[config.mk]
export PLATFORM = sky130hd
export DESIGN_NAME = fsync_top
export DESIGN_NICKNAME = d
export VERILOG_FILES = /design/src/hw/fsync_pkg.sv /design/src/hw/fsync_node.sv /design/src/hw/fsync_tree.sv /design/src/hw/fsync_monitor.sv /design/src/hw/fsync_top.sv
export SDC_FILE = /design/constraint.sdc
export NUM_CORES = 1
export LEC_CHECK = 0
export BUFFER_PORTS_ARGS = -buffer_cell sky130_fd_sc_hd__buf_4
export CAP_MARGIN = 25
export CORE_ASPECT_RATIO = 0.9
export CORE_UTILIZATION = 59
export CTS_CLUSTER_SIZE = 24
export DETAILED_ROUTE_END_ITERATION = 7
export PLACE_DENSITY = 0.8
export SYNTH_ARGS = -nofsm -noshare
export SYNTH_HDL_FRONTEND = slang
export SYNTH_HIERARCHICAL = 1
export SYNTH_SLANG_ARGS = --single-unit
[constraint.sdc]
create_clock -name clk -period 5.85 [get_ports clk]
set_clock_uncertainty 0.05 [all_clocks]
set_input_delay 0.2925 -clock clk [delete_from_list [all_inputs] [get_ports clk]]
set_output_delay 0.2925 -clock clk [all_outputs]
set_load 0.05 [all_outputs]
[src/hw/fsync_pkg.sv]
// Barrier network package with tree sizes, field widths and register map
package fsync_pkg;

  // Tree shape
  localparam int unsigned N_TILES   = 8;
  localparam int unsigned FSYNC_LVL = 3;            // Node levels from leaves to top
  localparam int unsigned N_NODES   = N_TILES - 1;  // 4 + 2 + 1 two-input nodes

  // Level field, values 1 to 3 are legal
  localparam int unsigned LVL_W = 2;

  // Timer and event counters
  localparam int unsigned CNT_W = 32;

  // Wishbone slave widths, byte addressed
  localparam int unsigned WB_ADDR_W = 4;
  localparam int unsigned WB_DATA_W = 32;

  // Register byte offsets
  localparam logic [WB_ADDR_W-1:0] REG_TIMER    = 4'h0;
  localparam logic [WB_ADDR_W-1:0] REG_BARRIERS = 4'h4;
  localparam logic [WB_ADDR_W-1:0] REG_ERRORS   = 4'h8;
  localparam logic [WB_ADDR_W-1:0] REG_STATUS   = 4'hC;  // Bit 0 sticky error flag

endpackage

[src/hw/fsync_node.sv]
// Two-child barrier node that collects arrivals, forwards upward or releases its children
module fsync_node (
  input  logic                        clk,
  input  logic                        rst_n_i,
  input  logic                        req_a_i,
  input  logic                        req_b_i,
  input  logic [fsync_pkg::LVL_W-1:0] lvl_a_i,
  input  logic [fsync_pkg::LVL_W-1:0] lvl_b_i,
  output logic                        ack_a_o,
  output logic                        ack_b_o,
  output logic                        up_req_o,
  output logic [fsync_pkg::LVL_W-1:0] up_lvl_o,
  input  logic                        up_ack_i,
  output logic                        done_o,
  output logic                        error_o
);
  import fsync_pkg::*;

  logic             arr_a_q;   // Child A has arrived
  logic             arr_b_q;
  logic [LVL_W-1:0] lvl_a_q;
  logic [LVL_W-1:0] lvl_b_q;
  logic             wait_q;    // Forwarded, parent ack pending
  logic             ack_q;
  logic             up_req_q;
  logic [LVL_W-1:0] up_lvl_q;
  logic             done_q;
  logic             error_q;

  logic             have_a;
  logic             have_b;
  logic [LVL_W-1:0] cur_lvl_a;
  logic [LVL_W-1:0] cur_lvl_b;
  logic             fire;

  // Arrivals seen so far, including the ones sampled at this edge
  always_comb begin
    have_a    = arr_a_q | req_a_i;
    have_b    = arr_b_q | req_b_i;
    cur_lvl_a = req_a_i ? lvl_a_i : lvl_a_q;
    cur_lvl_b = req_b_i ? lvl_b_i : lvl_b_q;
    fire      = have_a & have_b;  // Last of the two arrivals
  end

  always_ff @(posedge clk) begin
    if (!rst_n_i) begin
      arr_a_q  <= 1'b0;
      arr_b_q  <= 1'b0;
      wait_q   <= 1'b0;
      ack_q    <= 1'b0;
      up_req_q <= 1'b0;
      done_q   <= 1'b0;
      error_q  <= 1'b0;
    end else begin
      // Pulses by default
      ack_q    <= 1'b0;
      up_req_q <= 1'b0;
      done_q   <= 1'b0;
      error_q  <= 1'b0;

      if (fire) begin
        arr_a_q <= 1'b0;
        arr_b_q <= 1'b0;
        if (cur_lvl_a != cur_lvl_b) begin
          // Children disagree on the barrier, release both and flag it
          ack_q   <= 1'b1;
          error_q <= 1'b1;
        end else if (cur_lvl_a == LVL_W'(1)) begin
          ack_q  <= 1'b1;  // Barrier completes here
          done_q <= 1'b1;
        end else begin
          up_req_q <= 1'b1;
          wait_q   <= 1'b1;
        end
      end else begin
        arr_a_q <= have_a;
        arr_b_q <= have_b;
      end

      // Release coming back down from the parent
      if (wait_q && up_ack_i) begin
        ack_q  <= 1'b1;
        wait_q <= 1'b0;
      end
    end
  end

  // Level payload
  always_ff @(posedge clk) begin
    if (req_a_i) lvl_a_q <= lvl_a_i;
    if (req_b_i) lvl_b_q <= lvl_b_i;
    if (fire) up_lvl_q <= cur_lvl_a - LVL_W'(1);  // One level less per hop
  end

  assign ack_a_o  = ack_q;
  assign ack_b_o  = ack_q;
  assign up_req_o = up_req_q;
  assign up_lvl_o = up_lvl_q;
  assign done_o   = done_q;
  assign error_o  = error_q;

  // A child may only request again after its release
  a_no_rereq_a : assert property (@(posedge clk) disable iff (!rst_n_i)
    req_a_i |-> !(arr_a_q || wait_q))
    else $error("child A requested while pending");
  a_no_rereq_b : assert property (@(posedge clk) disable iff (!rst_n_i)
    req_b_i |-> !(arr_b_q || wait_q))
    else $error("child B requested while pending");

  // Level 0 names no barrier
  a_lvl_legal : assert property (@(posedge clk) disable iff (!rst_n_i)
    (req_a_i |-> lvl_a_i != '0) and (req_b_i |-> lvl_b_i != '0))
    else $error("level 0 request");

endmodule

[src/hw/fsync_tree.sv]
// Synchronization tree of two-input barrier nodes over the tile mesh
module fsync_tree (
  input  logic                                          clk,
  input  logic                                          rst_n_i,
  input  logic [fsync_pkg::N_TILES-1:0]                 sync_req_i,
  input  logic [fsync_pkg::N_TILES*fsync_pkg::LVL_W-1:0] sync_lvl_i,
  output logic [fsync_pkg::N_TILES-1:0]                 sync_ack_o,
  output logic                                          top_req_o,
  output logic [fsync_pkg::LVL_W-1:0]                   top_lvl_o,
  input  logic                                          top_ack_i,
  output logic [fsync_pkg::N_NODES-1:0]                 done_o,
  output logic [fsync_pkg::N_NODES-1:0]                 error_o
);
  import fsync_pkg::*;

  // Up port of every node, leaves first, top node last
  logic [N_NODES-1:0] up_req;
  logic [LVL_W-1:0]   up_lvl [N_NODES];
  logic [N_NODES-1:0] up_ack;

  // Level one pairs neighbouring tiles
  for (genvar i = 0; i < N_TILES / 2; i++) begin : gen_leaf
    fsync_node i_node (
      .clk      (clk),
      .rst_n_i  (rst_n_i),
      .req_a_i  (sync_req_i[2*i]),
      .req_b_i  (sync_req_i[2*i+1]),
      .lvl_a_i  (sync_lvl_i[(2*i)*LVL_W +: LVL_W]),
      .lvl_b_i  (sync_lvl_i[(2*i+1)*LVL_W +: LVL_W]),
      .ack_a_o  (sync_ack_o[2*i]),
      .ack_b_o  (sync_ack_o[2*i+1]),
      .up_req_o (up_req[i]),
      .up_lvl_o (up_lvl[i]),
      .up_ack_i (up_ack[i]),
      .done_o   (done_o[i]),
      .error_o  (error_o[i])
    );
  end

  // Higher levels join the up ports of two nodes below
  for (genvar l = 1; l < FSYNC_LVL; l++) begin : gen_level
    for (genvar j = 0; j < (N_TILES >> (l + 1)); j++) begin : gen_node
      localparam int PAR = N_TILES - (N_TILES >> l) + j;            // This node
      localparam int CH  = N_TILES - (N_TILES >> (l - 1)) + 2 * j;  // Its first child

      fsync_node i_node (
        .clk      (clk),
        .rst_n_i  (rst_n_i),
        .req_a_i  (up_req[CH]),
        .req_b_i  (up_req[CH+1]),
        .lvl_a_i  (up_lvl[CH]),
        .lvl_b_i  (up_lvl[CH+1]),
        .ack_a_o  (up_ack[CH]),
        .ack_b_o  (up_ack[CH+1]),
        .up_req_o (up_req[PAR]),
        .up_lvl_o (up_lvl[PAR]),
        .up_ack_i (up_ack[PAR]),
        .done_o   (done_o[PAR]),
        .error_o  (error_o[PAR])
      );
    end
  end

  // Top node talks to the monitor
  assign top_req_o           = up_req[N_NODES-1];
  assign top_lvl_o           = up_lvl[N_NODES-1];
  assign up_ack[N_NODES-1]   = top_ack_i;

endmodule

[src/hw/fsync_monitor.sv]
// Root monitor that catches overflow and serves timer, counters and status over Wishbone
module fsync_monitor (
  input  logic                            clk,
  input  logic                            rst_n_i,
  input  logic                            top_req_i,
  input  logic [fsync_pkg::LVL_W-1:0]     top_lvl_i,
  output logic                            top_ack_o,
  input  logic [fsync_pkg::N_NODES-1:0]   node_done_i,
  input  logic [fsync_pkg::N_NODES-1:0]   node_error_i,
  input  logic                            wb_cyc_i,
  input  logic                            wb_stb_i,
  input  logic                            wb_we_i,
  input  logic [fsync_pkg::WB_ADDR_W-1:0] wb_adr_i,
  input  logic [fsync_pkg::WB_DATA_W-1:0] wb_dat_i,
  output logic [fsync_pkg::WB_DATA_W-1:0] wb_dat_o,
  output logic                            wb_ack_o,
  output logic                            error_o
);
  import fsync_pkg::*;

  logic [CNT_W-1:0]     timer_q;
  logic [CNT_W-1:0]     barriers_q;
  logic [CNT_W-1:0]     errors_q;
  logic                 err_flag_q;
  logic [LVL_W-1:0]     ovf_lvl_q;   // Level of the last overflow
  logic                 top_ack_q;
  logic                 wb_ack_q;
  logic [WB_DATA_W-1:0] wb_dat_q;

  logic                 wb_req;
  logic                 clr;
  logic [CNT_W-1:0]     n_done;
  logic [CNT_W-1:0]     n_err;
  logic [WB_DATA_W-1:0] rd_data;

  always_comb begin
    wb_req = wb_cyc_i & wb_stb_i & ~wb_ack_q;  // New access, not the one being acked
    clr    = wb_req & wb_we_i & (wb_adr_i == REG_STATUS);
    // Several nodes may pulse at once
    n_done = CNT_W'($countones(node_done_i));
    n_err  = CNT_W'($countones(node_error_i)) + CNT_W'(top_req_i);

    case (wb_adr_i)
      REG_TIMER:    rd_data = WB_DATA_W'(timer_q);
      REG_BARRIERS: rd_data = WB_DATA_W'(barriers_q);
      REG_ERRORS:   rd_data = WB_DATA_W'(errors_q);
      REG_STATUS:   rd_data = WB_DATA_W'({ovf_lvl_q, err_flag_q});
      default:      rd_data = '0;
    endcase
  end

  always_ff @(posedge clk) begin
    if (!rst_n_i) begin
      timer_q    <= '0;
      barriers_q <= '0;
      errors_q   <= '0;
      err_flag_q <= 1'b0;
      ovf_lvl_q  <= '0;
      top_ack_q  <= 1'b0;
      wb_ack_q   <= 1'b0;
    end else begin
      timer_q   <= timer_q + CNT_W'(1);  // Free running, never cleared
      top_ack_q <= top_req_i;            // Release whatever climbed past the top
      wb_ack_q  <= wb_req;

      if (clr) begin
        barriers_q <= '0;
        errors_q   <= '0;
        err_flag_q <= 1'b0;
        ovf_lvl_q  <= '0;
      end else begin
        barriers_q <= barriers_q + n_done;
        errors_q   <= errors_q + n_err;
        if (n_err != '0) err_flag_q <= 1'b1;  // Sticky
        if (top_req_i) ovf_lvl_q <= top_lvl_i;
      end
    end
  end

  // Read data travels with the ack
  always_ff @(posedge clk) begin
    if (wb_req) wb_dat_q <= wb_we_i ? '0 : rd_data;
  end

  assign top_ack_o = top_ack_q;
  assign wb_dat_o  = wb_dat_q;
  assign wb_ack_o  = wb_ack_q;
  assign error_o   = err_flag_q;

  // Master keeps its access steady until the ack
  a_master_hold : assert property (@(posedge clk) disable iff (!rst_n_i)
    wb_cyc_i && wb_stb_i && !wb_ack_o |=> wb_cyc_i && wb_stb_i && $stable(wb_we_i)
      && $stable(wb_adr_i) && $stable(wb_dat_i))
    else $error("Wishbone master changed its access before the ack");

endmodule

[src/hw/fsync_top.sv]
// Barrier network top joining the synchronization tree and its root monitor
module fsync_top (
  input  logic                                           clk,
  input  logic                                           rst_n_i,
  input  logic [fsync_pkg::N_TILES-1:0]                  sync_req_i,
  input  logic [fsync_pkg::N_TILES*fsync_pkg::LVL_W-1:0] sync_lvl_i,
  output logic [fsync_pkg::N_TILES-1:0]                  sync_ack_o,
  input  logic                                           wb_cyc_i,
  input  logic                                           wb_stb_i,
  input  logic                                           wb_we_i,
  input  logic [fsync_pkg::WB_ADDR_W-1:0]                wb_adr_i,
  input  logic [fsync_pkg::WB_DATA_W-1:0]                wb_dat_i,
  output logic [fsync_pkg::WB_DATA_W-1:0]                wb_dat_o,
  output logic                                           wb_ack_o,
  output logic                                           error_o
);
  import fsync_pkg::*;

  logic               top_req;
  logic [LVL_W-1:0]   top_lvl;
  logic               top_ack;
  logic [N_NODES-1:0] node_done;
  logic [N_NODES-1:0] node_error;

  fsync_tree i_tree (
    .clk        (clk),
    .rst_n_i    (rst_n_i),
    .sync_req_i (sync_req_i),
    .sync_lvl_i (sync_lvl_i),
    .sync_ack_o (sync_ack_o),
    .top_req_o  (top_req),
    .top_lvl_o  (top_lvl),
    .top_ack_i  (top_ack),
    .done_o     (node_done),
    .error_o    (node_error)
  );

  fsync_monitor i_monitor (
    .clk          (clk),
    .rst_n_i      (rst_n_i),
    .top_req_i    (top_req),
    .top_lvl_i    (top_lvl),
    .top_ack_o    (top_ack),
    .node_done_i  (node_done),
    .node_error_i (node_error),
    .wb_cyc_i     (wb_cyc_i),
    .wb_stb_i     (wb_stb_i),
    .wb_we_i      (wb_we_i),
    .wb_adr_i     (wb_adr_i),
    .wb_dat_i     (wb_dat_i),
    .wb_dat_o     (wb_dat_o),
    .wb_ack_o     (wb_ack_o),
    .error_o      (error_o)
  );

endmodule

Yosys cells after proc, flatten, opt, wreduce, memory -nomap -nowiden
Index checks and enable logic that the tools add are counted.
- multiplexer cells: 57
- reductions and logical operators: 45
- add/sub/neg operators: 23
- eq/ne operators: 17
- bitwise gates (word level): 48
- operator list (cell ; number):
    $add 32x32->32 ; 6
    $pmux 32 s4 ; 1
    $add 32x1->32 ; 3
    $mux 1 ; 42
    $add 32x1->32 const B ; 1
    $reduce_bool 32->1 ; 1
    $reduce_or 2->1 ; 15
    $mux 2 ; 14
    $not 1->1 ; 23
    $reduce_and 3->1 ; 7
    $reduce_or 3->1 ; 7
    $eq 2x1->1 const B ; 7
    $ne 2x2->1 ; 7
    $or 1x1->1 ; 14
    $reduce_and 2->1 ; 7
    $sub 2x1->2 const B ; 7
    $add 1x1->2 ; 6
    $and 1x1->1 ; 11
    $eq 4x4->1 const B ; 2
    $logic_and 1x1->1 ; 7
    $eq 4x3->1 const B ; 1
    $logic_not 4->1 ; 1
- bits in registers: 224
- output and inout port bits: 42
- word-level logic and storage cells: 268

Longest topological paths before layout
Gate-level depths: netlist of run 1.
- depth in word-level cells: 6
- mapped depth: 16

Modules after synthesis
Netlist of run 1, hierarchy kept.
- modules (own cells, without submodules) (module ; area an instance (um^2) ; instances ; cells each ; sequential area each (um^2)):
    fsync_monitor ; 6915.4 ; 1 ; 762 ; 2982.9
    fsync_node ; 466.7 ; 7 ; 45 ; 280.3

Worst setup path after synthesis of run 1
No wires, ideal clock.
- kind: flip-flop to flip-flop
- start point: reg i_tree.gen_level[2].gen_node[0].i_node.up_req_q
- end point: reg i_monitor.errors_q[22]
- arrival time: 4.179 ns
- stages on the path, launching flop included: 15
- clock period less this slack: 4.299 ns
- slack: 1.551 ns
- required time: 5.730 ns
- cells stage by stage: dfxtp_1 -> inv_1 -> fa_1 -> fa_1 -> fa_1 -> inv_1 -> ha_1 -> inv_1 -> fa_1 -> fa_1 -> nand2b_1 -> a21o_1 -> clkbuf_1 -> or4_1 -> a21oi_1
- cells in the longest elaborated chain, start to end: 2
- ends and longest elaborated chain (what ; RTL line ; RTL):
    from (decl) ; fsync_node.sv:25 ; logic up_req_q;
    from (signal assigned) ; fsync_node.sv:51 ; up_req_q <= 1'b0;
    from (signal assigned) ; fsync_node.sv:57 ; up_req_q <= 1'b0;
    from (signal assigned) ; fsync_node.sv:72 ; up_req_q <= 1'b1;
    $add 32x1->32 ; fsync_monitor.sv:41 ; n_err = CNT_W'($countones(node_error_i)) + CNT_W'(top_req_i);
    $add 32x32->32 ; fsync_monitor.sv:73 ; errors_q <= errors_q + n_err;
    to (signal assigned) ; fsync_monitor.sv:73 ;
    to (decl) ; fsync_monitor.sv:23 ; logic [CNT_W-1:0] errors_q;
Every way passes these cells.
A chain may end at the register's enable or synchronous reset.

Final worst setup path of run 1
- start point: reg i_tree.gen_level[2].gen_node[0].i_node.up_req_q
- end point: reg i_monitor.errors_q[24]
Same word-level chain as after synthesis.

==> results of run 1 <==
## kinds of logic (layout without fill, tap and decap cells)
logic type	after synthesis	after routing	share of synthesized area
AO/OA/AOI/OAI	230	230	0.1448
AND/OR/NAND/NOR	381	381	0.1972
XOR/XNOR	38	38	0.03269
flip-flops	224	224	0.4856
buffers and inverters	133	210	0.05542
adder cells (fa/ha/maj)	32	32	0.04596
multiplexers	39	39	0.03834
## report_power, final
part,switching (mW),total (mW),internal (mW)
clock network,0.582,1.52,0.941
registers,0.0344,1.70,1.67
logic,0.251,0.386,0.135
total,0.868,3.61,2.74
## cells in the final DEF, fill, tap and decap left out, types with 6 or more instances in the layout
| cell | Yosys | layout |
|---|---|---|
| and4_1 | 11 | 11 |
| a21oi_1 | 91 | 91 |
| ha_1 | 23 | 23 |
| a22oi_1 | 35 | 35 |
| fa_1 | 9 | 9 |
| edfxtp_1 | 46 | 46 |
| dfxtp_1 | 178 | 178 |
| and3_1 | 12 | 12 |
| o22ai_1 | 7 | 7 |
| nor2_1 | 69 | 68 |
| nand4_1 | 23 | 23 |
| o31ai_1 | 42 | 42 |
| a211oi_1 | 7 | 7 |
| o311a_1 | 7 | 7 |
| o21ai_0 | 18 | 18 |
| clkinv_1 | 1 | 6 |
| nand2b_1 | 12 | 12 |
| or3_1 | 17 | 17 |
| inv_1 | 80 | 80 |
| xnor2_1 | 28 | 28 |
| nand2_1 | 105 | 105 |
| xor2_1 | 10 | 10 |
| nand3_1 | 48 | 48 |
| mux2i_1 | 39 | 39 |
| and2_1 | 8 | 8 |
| buf_4 | 11 | 82 |
| nor3_1 | 16 | 16 |
| nor4_1 | 7 | 6 |
| or4_1 | 40 | 40 |
| clkbuf_16 | 0 | 23 |
## Yosys cell counts, types with 3 or more instances
cell      instances  area (um^2)
a22oi_1          35        262.8
o22ai_1           7        43.79
xor2_1           10        87.58
nand4_1          23        143.9
nand2b_1         12        75.07
and2_1            8        50.05
a21oi_1          91        455.4
a211oi_1          7        52.55
buf_4            11        82.58
or3_1            17        106.4
nor3_1           16        80.08
clkbuf_1         25        93.84
and4_1           11        96.34
o31ai_1          42        315.3
mux2i_1          39        390.4
a211o_1           3        26.28
fa_1              9        180.2
dfxtp_1         178         3563
o21a_1            3        22.52
nor4_1            7        43.79
buf_2            12        60.06
a21o_1            4        30.03
or4_1            40        300.3
inv_1            80        300.3
and3_1           12        75.07
edfxtp_1         46         1381
ha_1             23        287.8
o21ai_0          18        90.09
o311a_1           7        70.07
xnor2_1          28        245.2
nand3_1          48        240.2
nand2_1         105        394.1
nor2_1           69        259.0
o211ai_1          4        30.03
## how the worst max path moves through the flow
stage                        endpoint  depth (start not counted)
6_report       i_monitor/errors_q[24]                         13
5_1_grt        i_monitor/errors_q[24]                         13
4_1_cts        i_monitor/errors_q[24]                         13
3_5_place_dp   i_monitor/errors_q[24]                         13
3_3_place_gp   i_monitor/errors_q[24]                         13
2_1_floorplan  i_monitor/errors_q[22]                         14
## sequential cells by signal, summed over array words and instances (netlist names), 6 cells and up
name / flops
i_tree/gen_leaf.i_node/lvl_a_q: 8
i_tree/gen_leaf.i_node/lvl_b_q: 8
i_tree/gen_level.gen_node.i_node/up_lvl_o: 6
i_monitor/errors_q: 32
i_tree/gen_level.gen_node.i_node/lvl_a_q: 6
i_monitor/timer_q: 32
i_monitor/wb_dat_o: 32
i_monitor/barriers_q: 32
i_tree/gen_leaf.i_node/up_lvl_o: 8
i_tree/gen_level.gen_node.i_node/lvl_b_q: 6
## layer usage
metal | vias to the layer above | GRT usage | routed length (um)
met1 | 3838 | 0.3173 | 9635
met4 | 0 | 0.1074 | 878
met3 | 62 | 0.04002 | 1181
li1 | 4027 | - | -
met5 | - | 0 | 0
met2 | 245 | 0.4515 | 11020
## area by class of cell
class,count,area share
sequential,224,0.4237
multi-input combinational,720,0.4025
timing repair buffer,87,0.05747
clock buffer,26,0.05028
inverter,81,0.02605
tap,211,0.02262
clock inverter,16,0.01737
## through the flow
step                      power (mW)  setup WS, ns  instances
after floorplan                1.995         1.551       1077
after global placement         2.093         1.316       1318
after detailed placement       2.110         1.239       1319
after CTS                      3.638         1.215       1365
after global routing           3.743        0.9643       1365
final                          3.609         1.218       1365
## worst reg2reg max path: cells and delay by family, from the launching register on
family	cells	cell delay [ns]
adder cells (fa/ha/maj)	6	2.53
AND/OR/NAND/NOR	2	0.83
AO/OA/AOI/OAI	2	0.55
flip-flops	1	0.39
buffers and inverters	3	0.21
==> results.py, run 1 <==
metrics = {
    "cts": {
        "cts_resized": 0,
        "numCtsBuffers": 23,
        "clk_pin_slew_worst_paths_ns": 0.06,
        "cts_buffer_depth": 3,
        "clk_latency_ns": 0.50,
        "post_cts.repair.setup_buffers": 0,
        "cts_tree": "done",
        "cts_root_buf": "clkbuf_16",
        "clkSinkCount": 224,
        "postCtsHoldBufs": 4,
        "ctsHtreeMaxLevel": 1,
    },
    "sta": {
        "max_freq_ghz": 0.2159,
        "drv_slew": 0,
        "worst_slew_pin_slew_ns": 0.9933,
        "final-setup-viol-count": 0,
        "hold_violations": 0,
        "slew_headroom": 0.3378,
        "rsz0062_at_grt": "false",
        "holdWs_ns": 0.01735,
        "finalCritPeriodShare": 0.7918,
        "period_needed_ns": 4.632,
        "fin_tns_setup_ns": 0,
    },
    "worst_setup_path": {
        "slowest_stage": "or4_1",
        "end_kind": "register",
        "cp.required_ns": 6.22,
        "cp_common_cell": "fa_1",
        "r2r-end": "i_monitor/errors_q[24]",
        "rrSetupSlack_ns": 1.22,
        "r2r-start": "i_tree/gen_level[2].gen_node[0].i_node/up_req_o",
        "path_cells": "inv_1, fa_1, fa_1, fa_1, inv_1, ha_1, inv_1, fa_1, fa_1, nand2b_1, a21o_1, or4_1, a21oi_1",
        "crit_path_start": "i_tree/gen_level[2].gen_node[0].i_node/up_req_o",
        "arrival_ns": 5.00,
        "cp_max_fo": 21,
        "cpLargestDelayFamily": "adder cells",
        "slowest_delay_ns": 0.59,
        "path_buf_inv": 3,
        "crit_type": "register to register",
        "reg2regPathDepth": 13,
        "start_kind": "register",
    },
    "logic_synthesis": {
        "synth_cell_types": 58,
        "async_flop_share": 0,
        "avgSynthCellArea_um2": 9.454,
        "syn_nets": 1174,
        "ys_warn_count": 6,
        "synthCells": 1077,
        "ys.flop_type": "dfxtp_1",
        "synth-seq-area-share": 0.4856,
        "synth-seq-cells": 224,
        "syn_area_um2": 10180,
        "synth_edf_count": 46,
    },
    "detailed_routing": {
        "avgRoutedWirePerCell_um": 16.64,
        "drtAntennaViolNets": 0,
        "vias": 8172,
        "wirelength_mm": 22.71,
        "drc": 0,
        "routed_via_density": 5.987,
        "first_pass_iters": 5,
        "drt_iter0_drc": 488,
    },
    "placed_design": {
        "hpwl_mm": 15.65,
        "place_congestion": 0.8134,
        "placed_area_um2": 10840,
        "portBuffers": 74,
    },
    "floorplan": {
        "ioPinCount": 107,
        "die_area_um2": 17790,
        "die_x_um": 140.5,
        "rows": 45,
        "start_util": 0.6028,
        "core_um2": 16890,
        "dieHeight_um": 126.6,
    },
    "finish": {
        "design_area_um2": 11670,
        "diodes": 0,
        "fin_util": 0.6909,
        "drive_gt1_frac": 0.1127,
        "seqCellArea_um2": 4945,
        "finish.net_count": 1234,
        "multi_input_area_um2": 4697,
        "syn2layout_area_growth_pct": 14.61,
        "nFillCells": 1307,
    },
    "flow_run": {
        "maxCapViolCount": 0,
    },
    "power": {
        "total_leakage_power_nw": 4.349,
        "max-vdd-ir-drop_v": 0.0003385,
        "power_density_nw_per_um2": 309.3,
    },
    "grt": {
        "grt_pass1_vias": 7810,
        "grt_antenna_before_repair": 0,
        "grt_max_degree": 47,
        "grt_use_total": 0.2575,
        "grt_pass1_wl_mm": 37.23,
        "grt_overflow_total": 0,
    },
    "worst_hold_path": {
        "min_path_type": "input port to register",
        "worstHoldPathCells": 3,
        "hold_end": "i_tree/gen_leaf[2].i_node/lvl_b_q[0]",
        "hp-start": "sync_lvl_i[10]",
    },
    "run_status": {
        "status": "finished, final reports clean",
    },
}
Power figures use the tool's default switching activity.
==> inputs of run 2 (changes only) <==
==> constraint.sdc (replaced) <==
create_clock -name clk -period 4.6 [get_ports clk]
set_clock_uncertainty 0.05 [all_clocks]
set_input_delay 0.23 -clock clk [delete_from_list [all_inputs] [get_ports clk]]
set_output_delay 0.23 -clock clk [all_outputs]
set_load 0.05 [all_outputs]
==> run 2 against run 1 <==
Against the previous run:
- wire length increased by 1.8%
- combinational power rose by 35%
- first-iteration DRC count is 10% higher
- highest routed layer unchanged
==> results.py, run 2 (same netlist as run 1, synthesis figures left out) <==
metrics = {
    "sta": {
        "worst_slew_pin_slew_ns": 0.6012,
        "max_freq_ghz": 0.2262,
        "rsz0062_at_grt": "false",
        "hold_violations": 0,
        "period_needed_ns": 4.420,
        "drv_slew": 0,
        "final-setup-viol-count": 0,
        "slew_headroom": 0.5967,
        "finalCritPeriodShare": 0.9609,
        "fin_tns_setup_ns": 0,
    },
    "worst_hold_path": {
        "hold_end": "i_tree/gen_leaf[0].i_node/ack_a_o",
        "min_path_type": "input port to register",
        "hp-start": "rst_n_i",
        "worstHoldPathCells": 2,
    },
    "cts": {
        "clkSinkCount": 224,
        "clk_latency_ns": 0.52,
        "cts_tree": "done",
        "clk_pin_slew_worst_paths_ns": 0.06,
        "cts_root_buf": "clkbuf_16",
        "ctsHtreeMaxLevel": 1,
        "cts_buffer_depth": 3,
        "numCtsBuffers": 23,
    },
    "worst_setup_path": {
        "cp.required_ns": 4.99,
        "reg2regPathDepth": 13,
        "arrival_ns": 4.81,
        "start_kind": "register",
        "r2r-end": "i_monitor/errors_q[28]",
        "crit_type": "register to register",
        "end_kind": "register",
        "rrSetupSlack_ns": 0.18,
        "r2r-start": "i_tree/gen_level[2].gen_node[0].i_node/up_req_o",
        "cp_max_fo": 21,
    },
    "floorplan": {
        "ioPinCount": 107,
        "start_util": 0.6028,
        "die_x_um": 140.5,
        "dieHeight_um": 126.6,
        "core_um2": 16890,
        "rows": 45,
        "die_area_um2": 17790,
    },
    "finish": {
        "stdcell_count": 1400,
        "syn2layout_area_growth_pct": 17.39,
        "finish.net_count": 1269,
        "nFillCells": 1273,
        "final_cell_mix": "dfxtp_1 (178), nand2_1 (105), a21oi_1 (91), buf_4 (85), inv_1 (80)",
        "final_common_cell": "dfxtp_1",
        "diodes": 0,
        "drive_gt1_frac": 0.1135,
    },
    "detailed_routing": {
        "drc": 0,
        "routed_via_density": 5.924,
        "wirelength_mm": 23.12,
        "drtAntennaViolNets": 0,
        "drt_iter0_drc": 539,
        "avgRoutedWirePerCell_um": 16.51,
        "first_pass_iters": 5,
        "vias": 8294,
    },
    "power": {
        "max-vdd-ir-drop_v": 0.0003243,
        "p_sw_mw": 1.132,
        "clkPwrFrac": 0.391,
        "seq_power_share": 0.490,
        "p_int_mw": 3.278,
        "switching_share": 0.2567,
        "power_density_nw_per_um2": 369.0,
        "combPwrFrac": 0.118,
        "total_leakage_power_nw": 4.463,
    },
    "grt": {
        "grt_pass1_wl_mm": 37.58,
        "grt_overflow_total": 0,
        "grt_use_total": 0.2606,
        "grt_pass1_vias": 7724,
        "grt_antenna_before_repair": 0,
        "grt_max_degree": 47,
    },
    "flow_run": {
        "maxCapViolCount": 0,
    },
    "placed_design": {
        "dp.cells": 1321,
        "portBuffers": 74,
        "place_congestion": 0.8210,
        "hpwl_mm": 15.56,
    },
    "run_status": {
        "status": "finished, final reports clean",
    },
}
==> run 2: critical path, cell delays in order (launching register included) <==
cell and delay (ns):
dfxtp_1 0.38, inv_1 0.09, fa_1 0.55, fa_1 0.42, fa_1 0.49, inv_1 0.04
ha_1 0.18, inv_1 0.07, fa_1 0.44, fa_1 0.43, nand2b_1 0.19, a21o_4 0.29
or4_1 0.53, a21oi_1 0.17
==> run 2: power by group through the flow <==
stage	sequential, mW	combinational, mW	clock (mW)
5_1_grt	2.17	0.575	1.83
4_1_cts	2.16	0.520	1.75
3_3_place_gp	2.20	0.464	0
2_1_floorplan	2.24	0.296	0
6_report	2.16	0.521	1.73
3_5_place_dp	2.20	0.484	0
==> run 2: how the worst max path moves through the flow <==
| stage | from | slack, ns | depth (start not counted) | endpoint |
|---|---|---|---|---|
| global placement | i_tree/gen_level[2].gen_node[0].i_node/up_req_o | 0.18 | 13 | i_monitor/errors_q[24] |
| finish | i_tree/gen_level[2].gen_node[0].i_node/up_req_o | 0.18 | 13 | i_monitor/errors_q[28] |
| floorplan | i_tree/gen_level[2].gen_node[0].i_node/up_req_o | 0.30 | 14 | i_monitor/errors_q[22] |
| CTS | i_tree/gen_level[2].gen_node[0].i_node/up_req_o | 0.04 | 13 | i_monitor/errors_q[28] |
| global route | i_tree/gen_level[2].gen_node[0].i_node/up_req_o | 0.01 | 13 | i_monitor/errors_q[28] |
| detailed placement | i_tree/gen_level[2].gen_node[0].i_node/up_req_o | 0.06 | 13 | i_monitor/errors_q[24] |
==> run 2: final cells by class <==
type | instances | area (um^2) | area share
Sequential cell | 224 | 4945 | 0.4137
Inverter | 81 | 304.0 | 0.02544
Multi-Input combinational cell | 720 | 4712 | 0.3942
Clock inverter | 10 | 67.56 | 0.005653
Tap cell | 211 | 264.0 | 0.02209
Clock buffer | 32 | 629.4 | 0.05265
Timing Repair Buffer | 122 | 1031 | 0.08626
==> run 2: what timing repair did <==
action,4_1_cts,5_1_grt
resized for setup,0,3
buffers inserted,0,1
endpoints found under the setup margin,0,13
hold buffers,35,0
endpoints found under the hold margin,25,0
==> run 2: per-layer routing <==
| layer | up-vias | routed length (um) | track usage | part of all wire |
|---|---|---|---|---|
| li1 | 4090 | - | - | - |
| met1 | 3944 | 9965 | 0.3288 | 0.43 |
| met2 | 216 | 11490 | 0.4606 | 0.50 |
| met3 | 44 | 960 | 0.03662 | 0.042 |
| met4 | 0 | 704 | 0.08760 | 0.030 |
| met5 | - | 0 | 0 | 0 |
==> run 2: stage by stage <==
stage	utilization	instance area [um^2]	setup WS [ns]	power, mW	hold WS [ns]
5_1_grt	0.7076	11950	0.01279	4.581	0.1471
4_1_cts	0.7054	11920	0.03599	4.434	0.1279
6_report	0.7076	11950	0.1797	4.410	0.1359
3_3_place_gp	0.6418	10840	0.1788	2.664	0.4039
3_5_place_dp	0.6434	10870	0.06405	2.687	0.4097
2_1_floorplan	-	10180	0.3008	2.538	0.3017
==> inputs of run 3 (changes only) <==
--- a/config.mk
+++ b/config.mk
@@ -11,7 +11,7 @@
 export CORE_UTILIZATION = 59
 export CTS_CLUSTER_SIZE = 24
 export DETAILED_ROUTE_END_ITERATION = 7
-export PLACE_DENSITY = 0.8
+export PLACE_DENSITY = 0.78
 export SYNTH_ARGS = -nofsm -noshare
 export SYNTH_HDL_FRONTEND = slang
 export SYNTH_HIERARCHICAL = 1
==> run 3 against run 2 <==
Against the previous run:
- power up 0.33%
- non-clock buffer count unchanged
- design area up 0.12%
- final cell count unchanged
- fmax down 0.37%
- global-route usage up 0.34 points
- critical path depth unchanged
- wire length up 2.3%
- sequential share of layout area about the same
- register-to-register slack worse by 0.02 ns
- count of clock-buffer cells in the layout down 4
- combinational power down 1%
==> results.py, run 3 (same netlist as run 1, synthesis figures left out) <==
metrics = {
    "grt": {
        "grt_use_total": 0.2641,
        "grt_max_degree": 47,
        "grt_overflow_total": 0,
        "grt_pass1_wl_mm": 37.98,
        "grt_antenna_before_repair": 0,
        "grt_pass1_vias": 7809,
    },
    "worst_setup_path": {
        "rrSetupSlack_ns": 0.16,
        "crit_path_start": "i_tree/gen_level[2].gen_node[0].i_node/up_req_o",
        "r2r-start": "i_tree/gen_level[2].gen_node[0].i_node/up_req_o",
        "cp-endpoint": "i_monitor/errors_q[22]",
        "end_kind": "register",
        "cp.required_ns": 4.99,
        "r2r-end": "i_monitor/errors_q[22]",
        "arrival_ns": 4.83,
        "cp_max_fo": 21,
        "start_kind": "register",
        "reg2regPathDepth": 13,
        "crit_type": "register to register",
    },
    "cts": {
        "ctsHtreeMaxLevel": 1,
        "cts_buffer_depth": 3,
        "cts_root_buf": "clkbuf_16",
        "cts_tree": "done",
        "clkSinkCount": 224,
        "clk_latency_ns": 0.52,
        "post_cts.repair.setup_buffers": 0,
        "clk_pin_slew_worst_paths_ns": 0.06,
        "numCtsBuffers": 23,
    },
    "sta": {
        "final-setup-viol-count": 0,
        "hold_violations": 0,
        "drv_slew": 0,
        "period_needed_ns": 4.437,
        "worst_slew_pin_slew_ns": 0.6065,
        "slew_headroom": 0.5957,
        "max_freq_ghz": 0.2254,
        "worst_slack_ns": 0.1632,
        "rsz0062_at_grt": "false",
        "finalCritPeriodShare": 0.9645,
        "fin_tns_setup_ns": 0,
    },
    "placed_design": {
        "place_congestion": 0.8372,
        "portBuffers": 74,
        "pre_cts_ws_ns": 0.1035,
        "dp.cells": 1320,
        "hpwl_mm": 15.63,
    },
    "floorplan": {
        "ioPinCount": 107,
        "die_area_um2": 17790,
        "die_x_um": 140.5,
        "dieHeight_um": 126.6,
        "rows": 45,
        "core_um2": 16890,
        "start_util": 0.6028,
    },
    "finish": {
        "stdcell_count": 1400,
        "diodes": 0,
        "drive_gt1_frac": 0.1127,
        "syn2layout_area_growth_pct": 17.52,
        "finish.net_count": 1269,
        "final_common_cell": "dfxtp_1",
        "final_cell_mix": "dfxtp_1 (178), nand2_1 (105), a21oi_1 (91), buf_4 (83), inv_1 (80)",
    },
    "power": {
        "total_leakage_power_nw": 4.471,
        "power_density_nw_per_um2": 369.8,
        "max-vdd-ir-drop_v": 0.0004281,
    },
    "detailed_routing": {
        "avgRoutedWirePerCell_um": 16.89,
        "first_pass_iters": 5,
        "drc": 0,
        "wirelength_mm": 23.65,
        "drtAntennaViolNets": 0,
        "drt_iter0_drc": 607,
        "vias": 8404,
        "routed_via_density": 6.003,
    },
    "run_status": {
        "status": "finished, final reports clean",
    },
    "worst_hold_path": {
        "min_path_type": "input port to register",
    },
    "flow_run": {
        "maxCapViolCount": 0,
    },
}
[run 3: final cells by class]
type,instances,area [um^2]
Tap cell,211,264.0
Clock inverter,14,83.83
Fill cell,1261,4925
Clock buffer,28,625.6
Sequential cell,224,4945
Multi-Input combinational cell,720,4698
Inverter,81,304.0
Timing Repair Buffer,122,1046
[run 3: how the worst min path moves through the flow]
stage                                                             start                                             to  slack [ns]  depth (start not counted)
after global placement                 i_tree/gen_leaf[3].i_node/wait_q               i_tree/gen_leaf[3].i_node/wait_q        0.40                          2
after detailed placement  i_tree/gen_level[1].gen_node[1].i_node/wait_q  i_tree/gen_level[1].gen_node[1].i_node/wait_q        0.41                          2
after global routing                                            rst_n_i              i_tree/gen_leaf[1].i_node/ack_a_o        0.16                          2
after floorplan                                                 rst_n_i                           i_monitor/timer_q[1]        0.30                          1
final                                                           rst_n_i              i_tree/gen_leaf[1].i_node/ack_a_o        0.14                          2
after CTS                                                       rst_n_i              i_tree/gen_leaf[1].i_node/ack_a_o        0.11                          2
[run 3: metal layers]
metal | vias to the layer above | wire length, um | track usage
met5 | - | 0 | 0
met1 | 3975 | 9932 | 0.3349
met3 | 69 | 1208 | 0.03398
li1 | 4090 | - | -
met2 | 270 | 11580 | 0.4544
met4 | 0 | 928 | 0.1164
[run 3: what timing repair did]
| item | 4_1_cts | 5_1_grt |
|---|---|---|
| hold endpoints to repair | 25 | 0 |
| hold buffers | 35 | 0 |
| setup endpoints to repair | 0 | 7 |
| resized for setup | 0 | 1 |
[run 3: worst max-delay path, cell delays in order, from the launching register on]
cell and delay [ns]:
dfxtp_1 0.34, inv_1 0.07, fa_1 0.55, fa_1 0.43, fa_1 0.49, inv_1 0.04
ha_1 0.19, inv_1 0.07, fa_1 0.44, fa_1 0.46, nand2b_1 0.20, a21o_2 0.34
or4_1 0.55, a21oi_1 0.15
[run 3: through the flow]
| step | cell area [um^2] | hold slack [ns] | total power, mW | util |
|---|---|---|---|---|
| 2_1_floorplan | 10180 | 0.3017 | 2.538 | - |
| 3_3_place_gp | 10830 | 0.4038 | 2.663 | 0.6413 |
| 3_5_place_dp | 10850 | 0.4070 | 2.681 | 0.6422 |
| 4_1_cts | 11910 | 0.1084 | 4.451 | 0.7050 |
| 5_1_grt | 11970 | 0.1629 | 4.611 | 0.7084 |
| 6_report | 11970 | 0.1369 | 4.425 | 0.7084 |
[run 3: power breakdown]
part / switching (mW) / total (mW) / internal [mW] / leakage (nW)
clock network: 0.773 / 1.75 / 0.976 / 0.350
registers: 0.0430 / 2.16 / 2.12 / 1.89
logic: 0.319 / 0.515 / 0.196 / 2.23
total: 1.13 / 4.43 / 3.29 / 4.47
